`config.mk`:
```
export PLATFORM = sky130hd
export DESIGN_NAME = clint_timer
export DESIGN_NICKNAME = d
export VERILOG_FILES = /design/src/verilog/axi_pkg.sv /design/src/verilog/clint_timer.sv
export VERILOG_INCLUDE_DIRS = /design/src /design/src/include
export SDC_FILE = /design/constraint.sdc
export NUM_CORES = 1
export LEC_CHECK = 0
export CELL_PAD_IN_SITES_DETAIL_PLACEMENT = 1
export CELL_PAD_IN_SITES_GLOBAL_PLACEMENT = 2
export CORE_MARGIN = 5
export CORE_UTILIZATION = 39
export DETAILED_ROUTE_END_ITERATION = 10
export DONT_BUFFER_PORTS = 1
export PLACE_DENSITY = 0.84
export SLEW_MARGIN = 20
export SYNTH_ARGS = -nofsm -noshare
export SYNTH_HDL_FRONTEND = slang
export SYNTH_SLANG_ARGS = --single-unit
export TNS_END_PERCENT = 10
```
`constraint.sdc`:
```
create_clock -name clock -period 5.6 [get_ports clock]
set_clock_uncertainty 0.05 [all_clocks]
set_input_delay 1.12 -clock clock [delete_from_list [all_inputs] [get_ports clock]]
set_output_delay 1.12 -clock clock [all_outputs]
set_load 0.02 [all_outputs]
```
`src/include/axi_xbar_cfg.svh`:
```
//--------------------------------------------------
// bus widths and address map of the AXI subsystem
//--------------------------------------------------
`ifndef AXI_XBAR_CFG_SVH
`define AXI_XBAR_CFG_SVH

`define ADDR_LEN 32
`define DATA_LEN 32
`define ID_LEN 4

// SRAM window, one word per 4 bytes
`define SRAM_BASE 32'h8000_0000
`define SRAM_WORDS 256

// CLINT window and its mtime registers
`define CLINT_BASE 32'h0200_0000
`define CLINT_SPAN 32'h0001_0000
`define CLINT_MTIME_LO 32'h0000_BFF8
`define CLINT_MTIME_HI 32'h0000_BFFC

`endif
```
`src/verilog/axi_pkg.sv`:
```
//--------------------------------------------------
// AXI protocol field types and codes
//--------------------------------------------------
`default_nettype none
`include "axi_xbar_cfg.svh"

package axi_pkg;

	typedef logic [1:0] axi_resp_t;
	localparam axi_resp_t RESP_OKAY = 2'd0;
	localparam axi_resp_t RESP_SLVERR = 2'd2;	// device refused the access
	localparam axi_resp_t RESP_DECERR = 2'd3;	// no device at this address

	typedef logic [1:0] axi_burst_t;
	localparam axi_burst_t BURST_INCR = 2'd1;	// the only burst served

	typedef logic [2:0] axi_size_t;
	localparam axi_size_t SIZE_4B = 3'd2;	// full 32-bit beats

	typedef logic [`ID_LEN-1:0] axi_id_t;
	typedef logic [7:0] axi_len_t;	// beats minus one

endpackage

`default_nettype wire

```
`src/verilog/clint_timer.sv`:
```
//--------------------------------------------------
// free-running mtime with a read-only request port
//--------------------------------------------------
`default_nettype none
`include "axi_xbar_cfg.svh"

module clint_timer (
	input wire logic clock,
	input wire logic reset_i,
	input wire logic [`ADDR_LEN-1:0] req_addr_i,
	input wire logic req_valid_i,
	output logic req_ready_o,
	output logic [`DATA_LEN-1:0] rsp_data_o,
	output axi_pkg::axi_resp_t rsp_resp_o,
	output logic rsp_valid_o,
	input wire logic rsp_ready_i
);
	import axi_pkg::*;

	logic [63:0] mtime;
	logic [`ADDR_LEN-1:0] req_off;

	assign req_off = req_addr_i - `CLINT_BASE;
	assign req_ready_o = !rsp_valid_o;	// one reply in flight
	assign rsp_resp_o = RESP_OKAY;

	always_ff @(posedge clock) begin
		if (reset_i)
			mtime <= '0;
		else
			mtime <= mtime + 64'd1;
	end

	always_ff @(posedge clock) begin
		if (reset_i) begin
			rsp_valid_o <= 1'b0;
		end else if (req_valid_i && req_ready_o) begin
			rsp_valid_o <= 1'b1;
			case (req_off)
				`CLINT_MTIME_LO: rsp_data_o <= mtime[31:0];
				`CLINT_MTIME_HI: rsp_data_o <= mtime[63:32];
				default: rsp_data_o <= '0;	// no other registers
			endcase
		end else if (rsp_valid_o && rsp_ready_i) begin
			rsp_valid_o <= 1'b0;
		end
	end

	// an accepted request blocks the port until its reply
	assert property (@(posedge clock) disable iff (reset_i)
		req_valid_i && req_ready_o |=> rsp_valid_o && !req_ready_o);

	// a stalled reply keeps its value
	assert property (@(posedge clock) disable iff (reset_i)
		rsp_valid_o && !rsp_ready_i |=> rsp_valid_o && $stable(rsp_data_o));

endmodule

`default_nettype wire

```
==> results of run 1 <==
## critical path: stages, from the launching register on
cell and delay (ns):
dfxtp_1 0.40, ha_1 0.22, nand3_1 0.22, nor3_2 0.57
nand4_1 0.58, nor4_1 0.40, mux2_2 0.38
## cells by family after synthesis
family          count (synthesis)  share of synthesized area, %
simple gates                  247                         27.61
flops                          97                         48.84
compound gates                 49                         5.889
buf+inv                        37                         3.349
mux                            35                         7.645
xor+xnor                       32                         6.051
fa+ha+maj                       2                        0.5402
other cells                     1                       0.08096
## per-stage QoR
step,area (µm²),util [%],power [mW],worst slack (ns)
floorplan,4636,-,0.7957,1.175
global placement,4740,41.16,0.7870,2.820
detailed placement,4740,41.16,0.7884,2.678
CTS,5039,43.75,1.406,2.625
global route,5039,43.75,1.439,2.335
finish,5039,43.75,1.385,2.661
## Yosys cell counts, drive strengths merged (2+ instances only)
cell type	number
nor2	81
dfxtp	65
nand2	35
edfxtp	32
mux2i	32
nand4	30
nand3	29
xor2	22
a21oi	20
o21ai	20
inv	16
nor4	16
or3	12
or4	12
clkbuf	11
buf	10
nor2b	10
xnor2	10
nor3	9
and3	8
o31ai	4
mux2	3
a31o	2
and4	2
ha	2
o41ai	2
## layer usage
layer	share of wire (%)	up-vias
met4	1.6	0
met5	0	-
li1	-	1779
met3	4.5	16
met2	47	83
met1	47	1794
## power by group
part / switching (mW) / internal [mW] / leakage (nW)
combinational: 0.0106 / 0.00958 / 0.674
sequential: 0.0161 / 0.735 / 0.831
clock: 0.272 / 0.342 / 0.147
## sequential cells by signal, summed over array words and instances (netlist names)
| name | flops |
|---|---|
| rsp_valid_o | 1 |
| rsp_data_o | 32 |
| mtime | 64 |
## final cells by class
type / instances / share of cell area (%)
clock buffers: 11 / 5.240
clock inverters: 5 / 0.6953
inverters: 16 / 1.192
multi-input cells: 367 / 44.13
flip-flops and latches: 97 / 44.90
well taps: 143 / 3.551
repair buffers: 2 / 0.2980
## path summary, 6_finish.rpt
check | start | to | slack, ns
setup / recovery | mtime[0] | mtime[56] | 2.66
hold / removal | mtime[0] | mtime[0] | 0.44
setup reg to reg | mtime[0] | mtime[56] | 2.66
hold reg to reg | mtime[0] | mtime[0] | 0.44
## placed cells by master (no fill, tap or decap), types with 2 or more instances in the layout
| cell | synthesis | final |
|---|---|---|
| a21oi_1 | 20 | 20 |
| a31o_2 | 2 | 2 |
| and3_1 | 8 | 8 |
| and4_1 | 2 | 2 |
| buf_4 | 2 | 2 |
| clkbuf_16 | 0 | 10 |
| clkinv_2 | 0 | 2 |
| conb_1 | 1 | 2 |
| dfxtp_1 | 65 | 65 |
| edfxtp_1 | 32 | 32 |
| ha_1 | 2 | 2 |
| inv_1 | 16 | 16 |
| inv_6 | 0 | 2 |
| mux2_2 | 3 | 3 |
| mux2i_1 | 32 | 32 |
| nand2_1 | 35 | 35 |
| nand3_1 | 26 | 26 |
| nand3_2 | 3 | 3 |
| nand4_1 | 29 | 29 |
| nor2_1 | 81 | 81 |
| nor2b_1 | 10 | 10 |
| nor3_1 | 8 | 8 |
| nor4_1 | 14 | 14 |
| o21ai_0 | 20 | 20 |
| o31ai_1 | 4 | 4 |
| o41ai_1 | 2 | 2 |
| or3_1 | 12 | 12 |
| or4_1 | 12 | 12 |
| xnor2_1 | 10 | 10 |
| xor2_1 | 22 | 22 |
==> reports/results.tsv, run 1 <==
stage	metric	value	unit
floorplanning	start_util	40.22	%
place	hpwl	8.546	mm
global_route	busiest_layer	met2	
global_route	grt_usage	17.03	%
detailed_routing	drc	0	
synth	netlist_area	4632	µm²
outcome	status	completed	
synth	yosysWarnings	0	
finish	multiInputGateArea	2223	µm²
global_route	grt_pass1_vias	3814	
finish	area_delta_synth_final	8.779	%
global_route	grt_max_degree	78	
cts	cts.reportedPaths.clkPinSlew	0.07	ns
cts	cts_resized	0	
synth	synth_edf_count	32	
cts	clock-root-buffer	clkbuf_16	
floorplanning	coreArea	11520	µm²
floorplanning	die_w	119.0	µm
floorplanning	ios	72	
timing	fin_crit_sh	52.49	%
synth	ys_top_cells_by_area	dfxtp_1 (28%), edfxtp_1 (21%), mux2i_1 (6.9%)	
hold_path	hp-class	reg -> reg	
synth	synthFlopType	dfxtp_1	
finish	final_nets	531	
timing	final.setup.tns	0	ns
timing	slew-limit-headroom	56.13	%
setup_path	start_kind	register	
cts	cts_buffer_depth	2	
setup_path	reg2reg_depth	6	
finish	instances_no_fill	641	
job	drv_cap	0	
hold_path	hold_depth	1	
finish	drive_gt1_share	6.225	%
synth	async_flop_share	0	%
place	dp.cells	625	
synth	synth_largest_area_cell	dfxtp_1	
global_route	grtUsageMet2	27.80	%
timing	fmax	340.2	MHz
cts	post_cts_buffers	0	
detailed_routing	drt_iter0_drc	134	
detailed_routing	vias	3672	
floorplanning	rows	39	
setup_path	crit_required	5.78	ns
cts	h-tree-depth	3	
place	gp_congestion	0.8110	
cts	numCtsBuffers	9	
global_route	overflow	0	
finish	n_antenna_cell	0	
global_route	grt_pass1_wl	19.43	mm
floorplanning	die-area	14160	µm²
cts	hold_buffers	0	
synth	synth-seq-cells	97	
power_and_ir_drop	ir_worst_vdd	0.1111	mV
timing	rsz0062_at_grt	false	
cts	clock_latency	0.34	ns
setup_path	end_kind	register	
timing	setup-violations-final	0	
timing	finalMaxSlewViolations	0	
detailed_routing	wl_per_cell	18.52	µm
finish	seq_area	2262	µm²
synth	seq_area_frac_synth	48.84	%
timing	hold_viol	0	
timing	min_period	2.939	ns
synth	yosys.cell_types.count	39	
synth	synth_top_area_share	28.09	%
global_route	grt_antenna_before_repair	0	
detailed_routing	detail_route.wirelength	11.87	mm
detailed_routing	ant_nets	0	
power_and_ir_drop	p_leak	1.652	nW
timing	tightest_slew	0.6521	ns
global_route	grt_use_met1	22.25	%
synth	avgSynthCellArea	9.264	µm²
power_and_ir_drop	p_per_area	274.9	nW/µm²
setup_path	cp.arrival	3.12	ns
place	port_buffers	0	
detailed_routing	first_pass_iters	4	
setup_path	cp_max_fo	13	
global_route	use_met3	4.171	%
setup_path	critPathKind	reg -> reg	
timing	fin_worst_hold_slack	0.4383	ns
floorplanning	die_h	119.0	µm
cts	cts_sinks	97	
cts	cts_tree	yes	
finish	fill_cells	1323	
synth	synthCells	500	
detailed_routing	avgViaCountPerCell	5.729	
Note: power is estimated with default switching activity, not from simulation.
==> inputs of run 2 (changes only) <==
==> constraint.sdc (replaced) <==
create_clock -name clock -period 2.9 [get_ports clock]
set_clock_uncertainty 0.05 [all_clocks]
set_input_delay 0.58 -clock clock [delete_from_list [all_inputs] [get_ports clock]]
set_output_delay 0.58 -clock clock [all_outputs]
set_load 0.02 [all_outputs]
==> reports/results.tsv, run 2 (synthesis results as in run 1) <==
stage	metric	value	unit	change
outcome	status	completed		
timing	min_period	2.448	ns	-0.4915 ns
finish	area_delta_synth_final	9.995	%	
place	gp_congestion	0.7810		-3.7%
floorplanning	coreArea	11520	µm²	unchanged
finish	drive_gt1_share	7.143	%	+0.92 points
detailed_routing	drt_iter0_drc	177		+32%
global_route	grt_pass1_wl	20.42	mm	+5.1%
timing	slew-limit-headroom	55.71	%	-0.42 points
timing	setup-violations-final	0		unchanged
finish	reg_top3	mtime: 64 flops, rsp_data_o: 32 flops, rsp_valid_o: 1 flops		
floorplanning	start_util	40.22	%	unchanged
cts	cts.reportedPaths.clkPinSlew	0.07	ns	about the same
timing	final.setup.tns	0	ns	unchanged
cts	numCtsBuffers	9		unchanged
timing	rsz0062_at_grt	false		
cts	cts_buffer_depth	2		unchanged
job	drv_cap	0		unchanged
detailed_routing	detail_route.wirelength	12.36	mm	+4.1%
timing	finalMaxSlewViolations	0		unchanged
cts	post_cts_buffers	0		unchanged
finish	top_register	mtime		
cts	clock-root-buffer	clkbuf_16		
cts	clock_latency	0.35	ns	about the same
setup_path	end_kind	register		
floorplanning	die_w	119.0	µm	unchanged
global_route	grt_max_degree	78		unchanged
detailed_routing	first_pass_iters	4		unchanged
timing	hold_viol	0		unchanged
finish	most-common-layout-cells	nor2_1 (81), dfxtp_1 (65), nand2_1 (35), mux2i_1 (32), edfxtp_1 (32)		
setup_path	crit_required	3.13	ns	-2.65 ns
place	port_buffers	0		unchanged
detailed_routing	wl_per_cell	19.11	µm	+3.2%
finish	n_antenna_cell	0		unchanged
hold_path	hp-class	in -> reg		
finish	final_nets	537		+1.1%
global_route	grt_usage	17.92	%	+0.89 points
global_route	grt_pass1_vias	3940		+3.3%
timing	fmax	408.5	MHz	+20%
cts	cts_sinks	97		unchanged
detailed_routing	drc	0		unchanged
power_and_ir_drop	p_per_area	530.6	nW/µm²	+93%
detailed_routing	avgViaCountPerCell	5.679		-0.87%
power_and_ir_drop	ir_worst_vdd	0.2710	mV	+140%
setup_path	critPathKind	reg -> reg		
timing	tightest_slew	0.6584	ns	+0.006300 ns
finish	layout_commonest_cell	nor2_1		
detailed_routing	vias	3674		+0.054%
cts	h-tree-depth	3		unchanged
cts	cts_tree	yes		
setup_path	cp.arrival	2.68	ns	-0.44 ns
detailed_routing	ant_nets	0		unchanged
finish	finish.utilization	44.24	%	+0.49 points
floorplanning	die_h	119.0	µm	unchanged
finish	largest_reg_flops	64		unchanged
setup_path	cp_max_fo	10		-3
floorplanning	ios	72		unchanged
global_route	grt_antenna_before_repair	0		unchanged
floorplanning	rows	39		unchanged
timing	fin_crit_sh	84.40	%	+32 points
floorplanning	die-area	14160	µm²	unchanged
place	hpwl	8.802	mm	+3.0%
global_route	overflow	0		unchanged
setup_path	start_kind	register		
power_and_ir_drop	p_leak	1.673	nW	+1.3%
-- run 2: cell count changes in the layout (fill, tap and decap cells not counted), sizes merged --
cell and delta:
buf +6, inv -2, clkinvlp +2, clkinv -2
clkbuf +1, bufinv +1
-- run 2: repair_timing --
action                                  in CTS  in global routing
endpoints found under the setup margin       0                  1
endpoints found under the hold margin        0                  0
hold buffers                                 0                  0
gates resized for setup                      0                  1
-- run 2: power breakdown --
group	internal (mW)	leakage [nW]	switching, mW
combinational	0.0189	0.707	0.0202
sequential	1.42	0.831	0.0316
clock	0.693	0.135	0.520
-- run 2: final timing paths --
| kind | from | end | slack [ns] | cells past startpoint |
|---|---|---|---|---|
| max | mtime[21] | mtime[60] | 0.45 | 5 |
| min | reset_i | mtime[49] | 0.26 | 1 |
| max reg2reg | mtime[21] | mtime[60] | 0.45 | 5 |
| min reg2reg | mtime[0] | mtime[0] | 0.44 | 1 |
-- run 2: critical path: stages, from the launching register on --
cell and delay (ns):
dfxtp_1 0.41, nand3_1 0.24, nor4_2 0.57, nand3_1 0.37, or4_1 0.58, a21oi_1 0.15
-- run 2: final cells by class --
class	instances	area (µm²)
Clock buffer	12	246.5
Tap cell	143	178.9
Fill cell	1341	6421
Timing Repair Buffer	8	60.06
Inverter	16	60.06
Clock inverter	4	52.55
Multi-Input combinational cell	367	2235
Sequential cell	97	2262
-- run 2: routing by layer --
layer / wire, µm / GRT usage, % / part of all wire, %
met5: 0 / 0 / 0
met4: 274 / 7.748 / 2.2
met3: 545 / 3.081 / 4.4
met2: 5826 / 29.78 / 47
met1: 5715 / 22.98 / 46
-- run 2: per-stage QoR --
stage                     hold slack, ns  std cells  setup slack (ns)  area (µm²)  power (mW)
after floorplan                   0.3909        501            0.1544        4641       1.536
after global placement            0.4019        631            0.5395        4791       1.521
after detailed placement          0.4248        631            0.3970        4791       1.523
after CTS                         0.2419        647            0.3354        5090       2.735
after global routing              0.2443        647            0.2501        5095       2.798
final                             0.2580        647            0.4523        5095       2.703
