===== config.mk =====
export PLATFORM = sky130hd
export DESIGN_NAME = axi_xbar
export DESIGN_NICKNAME = d
export VERILOG_FILES = /design/src/verilog/soc_map_pkg.sv /design/src/verilog/axi_pkg.sv /design/src/verilog/axi_xbar.sv
export VERILOG_INCLUDE_DIRS = /design/src /design/src/include
export SDC_FILE = /design/constraint.sdc
export NUM_CORES = 1
export LEC_CHECK = 0
export BUFFER_PORTS_ARGS = -buffer_cell sky130_fd_sc_hd__buf_2
export CAP_MARGIN = 5
export CORE_AREA = 2 2 177 179
export CTS_BUF_LIST = sky130_fd_sc_hd__clkbuf_16
export CTS_CLUSTER_DIAMETER = 120
export CTS_CLUSTER_SIZE = 24
export DETAILED_ROUTE_END_ITERATION = 6
export DIE_AREA = 0 0 179 181
export PLACE_DENSITY = 0.41
export SETUP_SLACK_MARGIN = 0.2
export SYNTH_ARGS = -nofsm -noshare
export SYNTH_HDL_FRONTEND = slang
export SYNTH_SLANG_ARGS = --single-unit

===== constraint.sdc =====
create_clock -name clock -period 5.05 [get_ports clock]
set_input_delay 0 -clock clock [delete_from_list [all_inputs] [get_ports clock]]
set_output_delay 0 -clock clock [all_outputs]
set_load 0.02 [all_outputs]

===== src/include/axi_xbar_cfg.svh =====
//--------------------------------------------------
// bus widths and address map of the AXI subsystem
//--------------------------------------------------
`ifndef AXI_XBAR_CFG_SVH
`define AXI_XBAR_CFG_SVH

`define ADDR_LEN 32
`define DATA_LEN 32
`define ID_LEN 4

// SRAM window, one word per 4 bytes
`define SRAM_BASE 32'h8000_0000
`define SRAM_WORDS 256

// CLINT window and its mtime registers
`define CLINT_BASE 32'h0200_0000
`define CLINT_SPAN 32'h0001_0000
`define CLINT_MTIME_LO 32'h0000_BFF8
`define CLINT_MTIME_HI 32'h0000_BFFC

`endif

===== src/verilog/soc_map_pkg.sv =====
//--------------------------------------------------
// crossbar targets and address map regions
//--------------------------------------------------
`default_nettype none
`include "axi_xbar_cfg.svh"

package soc_map_pkg;

	typedef enum logic [1:0] {
		DEV_SRAM = 2'd0,
		DEV_CLINT = 2'd1,
		DEV_NONE = 2'd2
	} xbar_dev_t;

	localparam logic [`ADDR_LEN-1:0] SRAM_REGION_LO = `SRAM_BASE;
	localparam logic [`ADDR_LEN-1:0] SRAM_REGION_HI = `SRAM_BASE + `SRAM_WORDS * 4 - 1;
	localparam logic [`ADDR_LEN-1:0] CLINT_REGION_LO = `CLINT_BASE;
	localparam logic [`ADDR_LEN-1:0] CLINT_REGION_HI = `CLINT_BASE + `CLINT_SPAN - 1;

	function automatic xbar_dev_t addr_to_dev(input logic [`ADDR_LEN-1:0] addr);
		if (addr >= SRAM_REGION_LO && addr <= SRAM_REGION_HI)
			return DEV_SRAM;
		if (addr >= CLINT_REGION_LO && addr <= CLINT_REGION_HI)
			return DEV_CLINT;
		return DEV_NONE;	// unmapped hole
	endfunction

endpackage

`default_nettype wire


===== src/verilog/axi_pkg.sv =====
//--------------------------------------------------
// AXI protocol field types and codes
//--------------------------------------------------
`default_nettype none
`include "axi_xbar_cfg.svh"

package axi_pkg;

	typedef logic [1:0] axi_resp_t;
	localparam axi_resp_t RESP_OKAY = 2'd0;
	localparam axi_resp_t RESP_SLVERR = 2'd2;	// device refused the access
	localparam axi_resp_t RESP_DECERR = 2'd3;	// no device at this address

	typedef logic [1:0] axi_burst_t;
	localparam axi_burst_t BURST_INCR = 2'd1;	// the only burst served

	typedef logic [2:0] axi_size_t;
	localparam axi_size_t SIZE_4B = 3'd2;	// full 32-bit beats

	typedef logic [`ID_LEN-1:0] axi_id_t;
	typedef logic [7:0] axi_len_t;	// beats minus one

endpackage

`default_nettype wire


===== src/verilog/axi_xbar.sv =====
//--------------------------------------------------
// AXI crossbar to SRAM and CLINT with error replies
//--------------------------------------------------
`default_nettype none
`include "axi_xbar_cfg.svh"

module axi_xbar (
	input wire logic clock,
	input wire logic reset_i,

	input wire logic [`ADDR_LEN-1:0] axi_ctl_addr_r_addr_i,
	input wire logic axi_ctl_addr_r_valid_i,
	output logic axi_ctl_addr_r_ready_o,
	input wire axi_pkg::axi_id_t axi_ctl_addr_r_id_i,
	input wire axi_pkg::axi_len_t axi_ctl_addr_r_len_i,
	input wire axi_pkg::axi_size_t axi_ctl_addr_r_size_i,
	input wire axi_pkg::axi_burst_t axi_ctl_addr_r_burst_i,
	output logic [`DATA_LEN-1:0] axi_ctl_r_data_o,
	output axi_pkg::axi_resp_t axi_ctl_r_resp_o,
	output logic axi_ctl_r_valid_o,
	input wire logic axi_ctl_r_ready_i,
	output logic axi_ctl_r_last_o,
	output axi_pkg::axi_id_t axi_ctl_r_id_o,
	input wire logic [`ADDR_LEN-1:0] axi_ctl_addr_w_addr_i,
	input wire logic axi_ctl_addr_w_valid_i,
	output logic axi_ctl_addr_w_ready_o,
	input wire axi_pkg::axi_id_t axi_ctl_addr_w_id_i,
	input wire axi_pkg::axi_len_t axi_ctl_addr_w_len_i,
	input wire axi_pkg::axi_size_t axi_ctl_addr_w_size_i,
	input wire axi_pkg::axi_burst_t axi_ctl_addr_w_burst_i,
	input wire logic [`DATA_LEN-1:0] axi_ctl_w_data_i,
	input wire logic [`DATA_LEN/8-1:0] axi_ctl_w_strb_i,
	input wire logic axi_ctl_w_valid_i,
	output logic axi_ctl_w_ready_o,
	input wire logic axi_ctl_w_last_i,
	output axi_pkg::axi_resp_t axi_ctl_bkwd_resp_o,
	output logic axi_ctl_bkwd_valid_o,
	input wire logic axi_ctl_bkwd_ready_i,
	output axi_pkg::axi_id_t axi_ctl_bkwd_id_o,

	output logic [`ADDR_LEN-1:0] axi_addr_r_addr_o,
	output logic axi_addr_r_valid_o,
	input wire logic axi_addr_r_ready_i,
	output axi_pkg::axi_id_t axi_addr_r_id_o,
	output axi_pkg::axi_len_t axi_addr_r_len_o,
	output axi_pkg::axi_size_t axi_addr_r_size_o,
	output axi_pkg::axi_burst_t axi_addr_r_burst_o,
	input wire logic [`DATA_LEN-1:0] axi_r_data_i,
	input wire axi_pkg::axi_resp_t axi_r_resp_i,
	input wire logic axi_r_valid_i,
	output logic axi_r_ready_o,
	input wire logic axi_r_last_i,
	input wire axi_pkg::axi_id_t axi_r_id_i,
	output logic [`ADDR_LEN-1:0] axi_addr_w_addr_o,
	output logic axi_addr_w_valid_o,
	input wire logic axi_addr_w_ready_i,
	output axi_pkg::axi_id_t axi_addr_w_id_o,
	output axi_pkg::axi_len_t axi_addr_w_len_o,
	output axi_pkg::axi_size_t axi_addr_w_size_o,
	output axi_pkg::axi_burst_t axi_addr_w_burst_o,
	output logic [`DATA_LEN-1:0] axi_w_data_o,
	output logic [`DATA_LEN/8-1:0] axi_w_strb_o,
	output logic axi_w_valid_o,
	input wire logic axi_w_ready_i,
	output logic axi_w_last_o,
	input wire axi_pkg::axi_resp_t axi_bkwd_resp_i,
	input wire logic axi_bkwd_valid_i,
	output logic axi_bkwd_ready_o,
	input wire axi_pkg::axi_id_t axi_bkwd_id_i,

	output logic [`ADDR_LEN-1:0] clint_req_addr_o,
	output logic clint_req_valid_o,
	input wire logic clint_req_ready_i,
	input wire logic [`DATA_LEN-1:0] clint_rsp_data_i,
	input wire axi_pkg::axi_resp_t clint_rsp_resp_i,
	input wire logic clint_rsp_valid_i,
	output logic clint_rsp_ready_o
);
	import axi_pkg::*;
	import soc_map_pkg::*;

	xbar_dev_t ar_dev, aw_dev;
	xbar_dev_t rd_dev, wr_dev;	// latched targets
	logic rd_busy, wr_busy;
	logic err_b_valid;	// B from the crossbar itself
	axi_id_t rd_id, wr_id;
	axi_len_t rd_cnt;	// DECERR beats left
	logic ar_hs, r_hs, w_hs, b_hs;

	assign ar_dev = addr_to_dev(axi_ctl_addr_r_addr_i);
	assign aw_dev = addr_to_dev(axi_ctl_addr_w_addr_i);
	assign ar_hs = axi_ctl_addr_r_valid_i && axi_ctl_addr_r_ready_o;
	assign r_hs = axi_ctl_r_valid_o && axi_ctl_r_ready_i;
	assign w_hs = axi_ctl_w_valid_i && axi_ctl_w_ready_o;
	assign b_hs = axi_ctl_bkwd_valid_o && axi_ctl_bkwd_ready_i;

	assign axi_addr_r_addr_o = axi_ctl_addr_r_addr_i;
	assign axi_addr_r_id_o = axi_ctl_addr_r_id_i;
	assign axi_addr_r_len_o = axi_ctl_addr_r_len_i;
	assign axi_addr_r_size_o = axi_ctl_addr_r_size_i;
	assign axi_addr_r_burst_o = axi_ctl_addr_r_burst_i;
	assign axi_addr_r_valid_o = axi_ctl_addr_r_valid_i && !rd_busy && ar_dev == DEV_SRAM;
	assign clint_req_addr_o = axi_ctl_addr_r_addr_i;
	assign clint_req_valid_o = axi_ctl_addr_r_valid_i && !rd_busy && ar_dev == DEV_CLINT;
	assign axi_ctl_addr_r_ready_o = !rd_busy && (ar_dev == DEV_SRAM ? axi_addr_r_ready_i :
		ar_dev == DEV_CLINT ? clint_req_ready_i : 1'b1);

	always_comb begin
		axi_ctl_r_valid_o = 1'b0;
		axi_ctl_r_data_o = '0;
		axi_ctl_r_resp_o = RESP_DECERR;
		axi_ctl_r_last_o = (rd_cnt == '0);
		axi_ctl_r_id_o = rd_id;
		axi_r_ready_o = 1'b0;
		clint_rsp_ready_o = 1'b0;
		if (!rd_busy) begin
			// unmapped read answers in the AR cycle
			axi_ctl_r_valid_o = axi_ctl_addr_r_valid_i && ar_dev == DEV_NONE;
			axi_ctl_r_last_o = (axi_ctl_addr_r_len_i == '0);
			axi_ctl_r_id_o = axi_ctl_addr_r_id_i;
		end else if (rd_dev == DEV_SRAM) begin
			axi_ctl_r_valid_o = axi_r_valid_i;
			axi_ctl_r_data_o = axi_r_data_i;
			axi_ctl_r_resp_o = axi_r_resp_i;
			axi_ctl_r_last_o = axi_r_last_i;
			axi_ctl_r_id_o = axi_r_id_i;
			axi_r_ready_o = axi_ctl_r_ready_i;
		end else if (rd_dev == DEV_CLINT) begin
			axi_ctl_r_valid_o = clint_rsp_valid_i;
			axi_ctl_r_data_o = clint_rsp_data_i;
			axi_ctl_r_resp_o = clint_rsp_resp_i;
			axi_ctl_r_last_o = 1'b1;	// always one beat
			clint_rsp_ready_o = axi_ctl_r_ready_i;
		end else begin
			axi_ctl_r_valid_o = 1'b1;
		end
	end

	always_ff @(posedge clock) begin
		if (reset_i) begin
			rd_busy <= 1'b0;
			rd_dev <= DEV_NONE;
		end else if (!rd_busy) begin
			if (ar_hs) begin
				rd_dev <= ar_dev;
				rd_id <= axi_ctl_addr_r_id_i;
				rd_cnt <= axi_ctl_addr_r_len_i;
				rd_busy <= !(r_hs && axi_ctl_r_last_o);
				if (r_hs)
					rd_cnt <= axi_ctl_addr_r_len_i - 1'b1;	// first beat already gone
			end
		end else if (r_hs) begin
			rd_busy <= !axi_ctl_r_last_o;
			rd_cnt <= rd_cnt - 1'b1;
		end
	end

	assign axi_addr_w_addr_o = axi_ctl_addr_w_addr_i;
	assign axi_addr_w_id_o = axi_ctl_addr_w_id_i;
	assign axi_addr_w_len_o = axi_ctl_addr_w_len_i;
	assign axi_addr_w_size_o = axi_ctl_addr_w_size_i;
	assign axi_addr_w_burst_o = axi_ctl_addr_w_burst_i;
	assign axi_addr_w_valid_o = axi_ctl_addr_w_valid_i && !wr_busy && aw_dev == DEV_SRAM;
	assign axi_ctl_addr_w_ready_o = !wr_busy && (aw_dev != DEV_SRAM || axi_addr_w_ready_i);

	assign axi_w_data_o = axi_ctl_w_data_i;
	assign axi_w_strb_o = axi_ctl_w_strb_i;
	assign axi_w_last_o = axi_ctl_w_last_i;
	assign axi_w_valid_o = axi_ctl_w_valid_i && wr_busy && wr_dev == DEV_SRAM;
	assign axi_ctl_w_ready_o = wr_busy && (wr_dev == DEV_SRAM ? axi_w_ready_i : !err_b_valid);

	assign axi_bkwd_ready_o = axi_ctl_bkwd_ready_i && wr_busy && wr_dev == DEV_SRAM;
	assign axi_ctl_bkwd_valid_o = wr_busy && (wr_dev == DEV_SRAM ? axi_bkwd_valid_i : err_b_valid);
	assign axi_ctl_bkwd_id_o = (wr_dev == DEV_SRAM) ? axi_bkwd_id_i : wr_id;
	assign axi_ctl_bkwd_resp_o = (wr_dev == DEV_SRAM) ? axi_bkwd_resp_i :
		(wr_dev == DEV_CLINT) ? RESP_SLVERR : RESP_DECERR;	// mtime is read-only

	always_ff @(posedge clock) begin
		if (reset_i) begin
			wr_busy <= 1'b0;
			wr_dev <= DEV_NONE;
			err_b_valid <= 1'b0;
		end else begin
			if (axi_ctl_addr_w_valid_i && axi_ctl_addr_w_ready_o) begin
				wr_busy <= 1'b1;
				wr_dev <= aw_dev;
				wr_id <= axi_ctl_addr_w_id_i;
			end
			if (w_hs && wr_dev != DEV_SRAM && axi_ctl_w_last_i)
				err_b_valid <= 1'b1;	// swallowed burst done
			if (b_hs) begin
				wr_busy <= 1'b0;
				err_b_valid <= 1'b0;
			end
		end
	end

	// AR stays closed until the read burst has drained
	assert property (@(posedge clock) disable iff (reset_i)
		r_hs && !axi_ctl_r_last_o |=> !axi_ctl_addr_r_ready_o);

	// only the selected device may offer a response
	assert property (@(posedge clock) disable iff (reset_i)
		axi_r_valid_i |-> rd_busy && rd_dev == DEV_SRAM);
	assert property (@(posedge clock) disable iff (reset_i)
		clint_rsp_valid_i |-> rd_busy && rd_dev == DEV_CLINT);
	assert property (@(posedge clock) disable iff (reset_i)
		axi_bkwd_valid_i |-> wr_busy && wr_dev == DEV_SRAM);

endmodule

`default_nettype wire


==> flow_summary.json, run 1 <==
{
  "final_common_cell": "buf_2",
  "synth_ff_type": "edfxtp_1",
  "rsz0062_at_grt": "no",
  "worstPathMaxFanout": 21,
  "power_density_nw_per_um2": 162,
  "boundaryPins": 452,
  "worst_setup_path_start_kind": "flop",
  "switchingPower_uw": 259,
  "tritoncts": "done",
  "grt.overflow.total": 0,
  "die_h_microns": 181,
  "yosysSeqAreaShare_pct": 17.5,
  "synth_edf_count": 16,
  "finalHoldViolations": 0,
  "min_path_type": "in -> out",
  "yosys_warnings": 0,
  "portBuffers": 293,
  "ys_ff_latch": 23,
  "final-setup-viol-count": 0,
  "dp_hpwl_mm": 12.1,
  "syn_area_sq_um": 3540,
  "drc": 0,
  "layout-drive-gt1-share_pct": 55.7,
  "slew_headroom_pct": 44.5,
  "synth_cell_types": 54,
  "cts_root_buf": "clkbuf_16",
  "wl_mm": 13.9,
  "worstPathArrival_ns": 2.41,
  "comb_power_share_pct": 43.3,
  "max_freq_ghz": 0.416,
  "fp-row-count": 64,
  "grt_pass1_vias": 3157,
  "final_cell_mix": "293 x buf_2, 62 x nor2_1, 37 x mux2i_1",
  "routedWlPerCell_microns": 14.4,
  "area_growth_pct": 23.2,
  "core_sq_um": 30300,
  "htree_levels": 1,
  "finalSetupTns_ns": 0,
  "tightest_slew_ns": 0.832,
  "clockBufferDepth": 2,
  "grt_pass1_wl_mm": 19.0,
  "synth_top_cell_area_share_pct": 35.4,
  "vias": 3294,
  "pwr-share-clk_pct": 24.5,
  "sw_frac_of_total_pct": 36.8,
  "floorplan.initialDensity_pct": 11.7,
  "via_per_inst": 3.42,
  "fin_crit_ns": 2.40,
  "cts-buffers-inserted": 3,
  "path_class": "reg -> reg",
  "gp_congestion": 0.714,
  "status": "completed",
  "synth_cells": 440,
  "grt_util_all_layers_pct": 7.81,
  "drtIter0Drc": 89,
  "p_seq_share_pct": 32.2,
  "period_share_pct": 47.6,
  "yosys.area.top_type": "buf_4",
  "layout.cells.non_filler": 963,
  "ant_nets": 0,
  "placedCellCount": 949,
  "ys_async_sr_fraction_pct": 0,
  "intPower_uw": 445,
  "syn_nets": 672,
  "maxCapViolCount": 0,
  "clkSinkCount": 23,
  "clkSlewWorstSetupHoldPaths_ns": 0.06,
  "p_total_uw": 704,
  "required_ns": 5.06,
  "grt_max_degree": 42,
  "slew_viol_final": 0,
  "p_leak_uw": 0.00200,
  "avgSynthCellArea_sq_um": 8.04,
  "cts_resized": 0,
  "ys_top_cells_by_area": "buf_4 35%, edfxtp_1 14%, mux2i_1 10%",
  "crit_path_end_kind": "flop",
  "clk_latency_ns": 0.26,
  "design.final.nets": 799,
  "nFillCells": 3526,
  "clock_skew_ns": 0.00348,
  "antenna_found_initial": 1,
  "dieWidth_microns": 179,
  "firstDrtPassIters": 4,
  "irDropWorstVdd_mv": 0.104,
  "die-area_sq_um": 32400
}
routing by layer:
layer	part of all wire [%]	up-vias	global-route usage (%)
met5	0	-	0
li1	-	1592	-
met3	9.5	51	2.02
met4	3.9	0	3.15
met1	37	1438	8.33
met2	49	213	14.4
cell families after synthesis:
group / Yosys count / synth area share (%)
muxes: 42 / 12.2
DFF: 23 / 17.5
adders and majority gates: 4 / 1.41
AOI/OAI and AO/OA: 49 / 9.97
xor gates and xnor gates: 6 / 1.48
buffers and inverters: 192 / 38.6
and+or+nand+nor: 124 / 18.8
sequential cells by signal, summed over array words and instances (netlist names):
| name | cells |
|---|---|
| err_b_valid | 1 |
| rd_busy | 1 |
| rd_cnt | 8 |
| rd_dev | 2 |
| rd_id | 4 |
| wr_busy | 1 |
| wr_dev | 2 |
| wr_id | 4 |
cells in the mapped netlist, drive strengths merged, types with 2 or more instances:
| cell type | count |
|---|---|
| o211ai | 3 |
| a31oi | 5 |
| xnor2 | 3 |
| nand4 | 2 |
| xor2 | 3 |
| mux2 | 5 |
| a21oi | 14 |
| a211o | 4 |
| dfxtp | 7 |
| mux2i | 37 |
| nor4b | 3 |
| ha | 4 |
| edfxtp | 16 |
| nand3 | 5 |
| o21a | 2 |
| nand2b | 3 |
| nand2 | 12 |
| nor2b | 6 |
| inv | 10 |
| a21o | 2 |
| nor3b | 2 |
| nor3 | 6 |
| o21ai | 7 |
| or2 | 2 |
| or3 | 6 |
| o31a | 2 |
| buf | 173 |
| and3 | 2 |
| nor2 | 62 |
| nor4 | 10 |
| clkbuf | 9 |
stage by stage:
| step | util, % | cell area (sq um) | setup WS (ns) | hold WS [ns] |
|---|---|---|---|---|
| finish | 14.4 | 4360 | 2.65 | 0.00000725 |
| global route | 14.4 | 4360 | 2.42 | 0.0000293 |
| CTS | 14.4 | 4360 | 2.56 | 0.000137 |
| detailed placement | 13.8 | 4190 | 2.58 | 0.000137 |
| global placement | 13.8 | 4190 | 2.64 | 0.000137 |
| floorplan | - | 3540 | 3.24 | 0.0989 |
repair_timing:
action,in CTS,in global routing
buffers inserted,0,0
hold endpoints to repair,9,0
hold buffers,9,0
worst max-delay path, stage by stage, from the launching register on:
cell,delay (ns)
dfxtp_1,0.86
nor2b_1,0.30
a221oi_4,0.62
nor4_1,0.12
o31a_1,0.25
power by group through the flow:
| stage | clock network [uW] | logic (uW) | registers (uW) |
|---|---|---|---|
| floorplan | 0 | 307 | 224 |
| detailed placement | 0 | 304 | 232 |
| global route | 192 | 333 | 229 |
| CTS | 186 | 310 | 228 |
| finish | 172 | 305 | 227 |
| global placement | 0 | 304 | 232 |
worst paths after layout:
check                                     startpoint          endpoint  slack [ns]  cells past startpoint
worst max-delay path                         rd_busy         rd_cnt[6]        2.65                      4
worst min-delay path            axi_ctl_w_data_i[15]  axi_w_data_o[15]    0.000007                      0
worst max register to register               rd_busy         rd_cnt[6]        2.65                      4
worst min register to register           err_b_valid       err_b_valid        0.47                      2
area by class of cell:
class / count / area [sq um] / share of cell area (%)
sequential: 23 / 622 / 14.3
clock inverter: 1 / 3.75 / 0.0861
antenna: 1 / 2.50 / 0.0574
inverter: 10 / 37.5 / 0.861
clock buffer: 3 / 75.1 / 1.72
tap: 396 / 495 / 11.4
multi-input combinational: 225 / 1550 / 35.6
timing repair buffer: 304 / 1570 / 36.0
(Power assumes the default switching activity.)
==> run 2, diff against run 1 <==
Settings changed: ABC_AREA set to 1, PLACE_DENSITY 0.41 to 0.42.
Clock period 5.05 ns to 2.05 ns, I/O delays scaled along.
==> run 2 against run 1 <==
Against the previous run:
- final cell count rose by 13%
- sequential cell count unchanged
- setup slack worse by 2.3 ns
- hold slack hardly changed
- total power rose to 2.6 times the previous value
- combinational power rose to 2.7 times the previous value
- design area is 1.3% higher
- critical path depth increased by 6
- largest cell class unchanged
- critical endpoint is now rd_cnt[1]
==> flow_summary.json, run 2 <==
{
  "grt.overflow.total": 0,
  "gp_congestion": 0.723,
  "worstPathArrival_ns": 1.73,
  "wl_mm": 13.2,
  "die_h_microns": 181,
  "grt_util_all_layers_pct": 7.68,
  "drc": 0,
  "synth_ff_type": "edfxtp_1",
  "path_class": "reg -> reg",
  "top_register": "rd_cnt",
  "path_cells": "inv_2 -> nor2_4 -> inv_2 -> o221ai_1 -> nand2_1 -> buf_4 -> nand2_4 -> nand2_1 -> nand3_1 -> nand2_1",
  "clk_latency_ns": 0.27,
  "max_freq_ghz": 0.586,
  "ys_ff_latch": 23,
  "status": "completed",
  "worstSetupStartpoint": "rd_dev[0]",
  "layout-drive-gt1-share_pct": 45.7,
  "ys_async_sr_fraction_pct": 0,
  "min_path_type": "in -> out",
  "crit_top_cell": "nand2_1",
  "worst-r2r-setup-slack_ns": 0.34,
  "fin_crit_ns": 1.71,
  "grt_pass1_wl_mm": 19.2,
  "firstDrtPassIters": 4,
  "tightest_slew_ns": 0.435,
  "worst_setup_path_start_kind": "flop",
  "synth_cells": 561,
  "via_per_inst": 3.42,
  "grt_use_met2_pct": 12.8,
  "cts_root_buf": "clkbuf_16",
  "top_regs": "rd_cnt (8), rd_id (4), wr_id (4)",
  "r2r_cells": 10,
  "synth_cell_types": 36,
  "p_total_uw": 1810,
  "power_density_nw_per_um2": 410,
  "r2r_end": "rd_cnt[1]",
  "use_met3_pct": 1.94,
  "rsz0062_at_grt": "yes",
  "place_area_sq_um": 4230,
  "synth_edf_count": 16,
  "portBuffers": 293,
  "tritoncts": "done",
  "boundaryPins": 452,
  "dieWidth_microns": 179,
  "period_share_pct": 83.2,
  "drtIter0Drc": 120,
  "antennaDiodeCount": 0,
  "floorplan.initialDensity_pct": 11.6,
  "design.final.nets": 923,
  "dp_hpwl_mm": 11.3,
  "ant_nets": 0,
  "final_cell_mix": "293 x buf_2, 153 x nand2_1, 56 x nor2_1",
  "fp-row-count": 64,
  "slowest_delay_ns": 0.39,
  "slew_viol_final": 0,
  "maxCapViolCount": 0,
  "antenna_found_initial": 0,
  "routedWlPerCell_microns": 12.1,
  "grt_pass1_vias": 3444,
  "cp_slowest_cell": "dfxtp_1",
  "finalHoldViolations": 0,
  "clock_skew_ns": 0.00435,
  "ys_top_cells_by_area": "buf_4 36%, nand2_1 16%, edfxtp_1 14%",
  "largest_register_ffs": 8,
  "crit_end": "rd_cnt[1]",
  "cts-buffers-inserted": 3,
  "finalSetupTns_ns": 0,
  "grtUsageMet1_pct": 9.24,
  "syn_nets": 793,
  "yosys_warnings": 0,
  "die-area_sq_um": 32400,
  "yosysSeqAreaShare_pct": 17.6,
  "final_common_cell": "buf_2",
  "synthTopCellsByCount": "167 x buf_4, 153 x nand2_1, 56 x nor2_1, 37 x a21oi_1, 26 x inv_1",
  "irDropWorstVdd_mv": 0.193,
  "final-setup-viol-count": 0,
  "grt_max_degree": 51,
  "p_leak_uw": 0.00224,
  "clkSlewWorstSetupHoldPaths_ns": 0.06,
  "syn_area_sq_um": 3520,
  "core_sq_um": 30300,
  "avgSynthCellArea_sq_um": 6.28,
  "r2r_start": "rd_dev[0]",
  "clockBufferDepth": 2,
  "area_growth_pct": 25.3,
  "slew_headroom_pct": 70.9,
  "nFillCells": 3562,
  "vias": 3712,
  "required_ns": 2.07,
  "htree_levels": 1,
  "clkSinkCount": 23,
  "worstPathMaxFanout": 10,
  "yosys.area.top_type": "buf_4",
  "busiest_layer": "met2",
  "postLayoutCellArea_sq_um": 4420,
  "synth_top_cell_area_share_pct": 35.6,
  "fin_util_pct": 14.6,
  "post-synth-top-count-cell": "buf_4",
  "crit_path_end_kind": "flop"
}
run 2: cell count changes after synthesis, moves of 5 or more:
cell     delta
nor2_1      -6
o21ai_0     +7
inv_1      +17
or3_1       -6
inv_2       +5
mux2i_1    -37
nor2b_1     -6
nand2_1   +141
a31oi_1     -5
a21oi_1    +23
nand3_1    +17
nor4_1      -5
run 2: per-stage QoR:
step | hold slack, ns | cells | setup WS (ns)
2_1_floorplan | 0.0717 | 561 | 0.323
3_3_place_gp | 0.000137 | 1074 | 0.243
3_5_place_dp | 0.000137 | 1074 | 0.212
4_1_cts | 0.000137 | 1086 | 0.200
5_1_grt | 0.0000293 | 1086 | 0.197
6_report | 0.00000726 | 1086 | 0.343
run 2: what timing repair did:
| item | in CTS | in global routing |
|---|---|---|
| endpoints found under the hold margin | 8 | 0 |
| setup endpoints to repair | 0 | 29 |
| hold buffers | 8 | 0 |
| setup buffers | 0 | 0 |
| gates resized for setup | 0 | 5 |
run 2: worst min path at each step:
stage / start / to / cells past startpoint
6_report: axi_ctl_addr_w_len_i[6] / axi_addr_w_len_o[6] / 0
5_1_grt: axi_ctl_w_data_i[13] / axi_w_data_o[13] / 0
4_1_cts: axi_ctl_addr_w_addr_i[2] / axi_addr_w_addr_o[2] / 0
3_5_place_dp: axi_ctl_addr_w_addr_i[2] / axi_addr_w_addr_o[2] / 0
3_3_place_gp: axi_ctl_addr_w_addr_i[2] / axi_addr_w_addr_o[2] / 0
2_1_floorplan: reset_i / wr_dev[0] / 1
run 2: final cells by class:
cell class              instances  area, sq um  area share, %
clock inverters                 1         3.75         0.0850
flip-flops and latches         23          621           14.1
clock buffers                   3         75.1           1.70
inverters                      33          124           2.80
well taps                     396          495           11.2
multi-input cells             322         1480           33.5
repair buffers                308         1620           36.7
run 2: routing by layer:
| metal | up-vias | part of all wire (%) |
|---|---|---|
| li1 | 1857 | - |
| met1 | 1622 | 41 |
| met2 | 195 | 47 |
| met3 | 38 | 8.7 |
| met4 | 0 | 3.6 |
| met5 | - | 0 |
run 2: kinds of logic after synthesis:
| logic type | Yosys count | synth area share (%) |
|---|---|---|
| simple gates | 250 | 28.7 |
| buf+inv | 216 | 41.0 |
| compound gates | 59 | 8.98 |
| flops | 23 | 17.6 |
| xor+xnor | 9 | 2.24 |
| fa+ha+maj | 4 | 1.42 |
run 2: where the power goes:
part | total (uW) | switching [uW] | internal, uW
combinational | 813 | 512 | 301
sequential | 552 | 19.9 | 532
clock | 446 | 185 | 262
total | 1810 | 716 | 1100
run 2: critical path, delay by kind of cell, from the launching register on:
family	cells	cell delay, ns
AO/OA/AOI/OAI	1	0.19
buffers and inverters	3	0.33
flip-flops	1	0.39
AND/OR/NAND/NOR	6	0.53
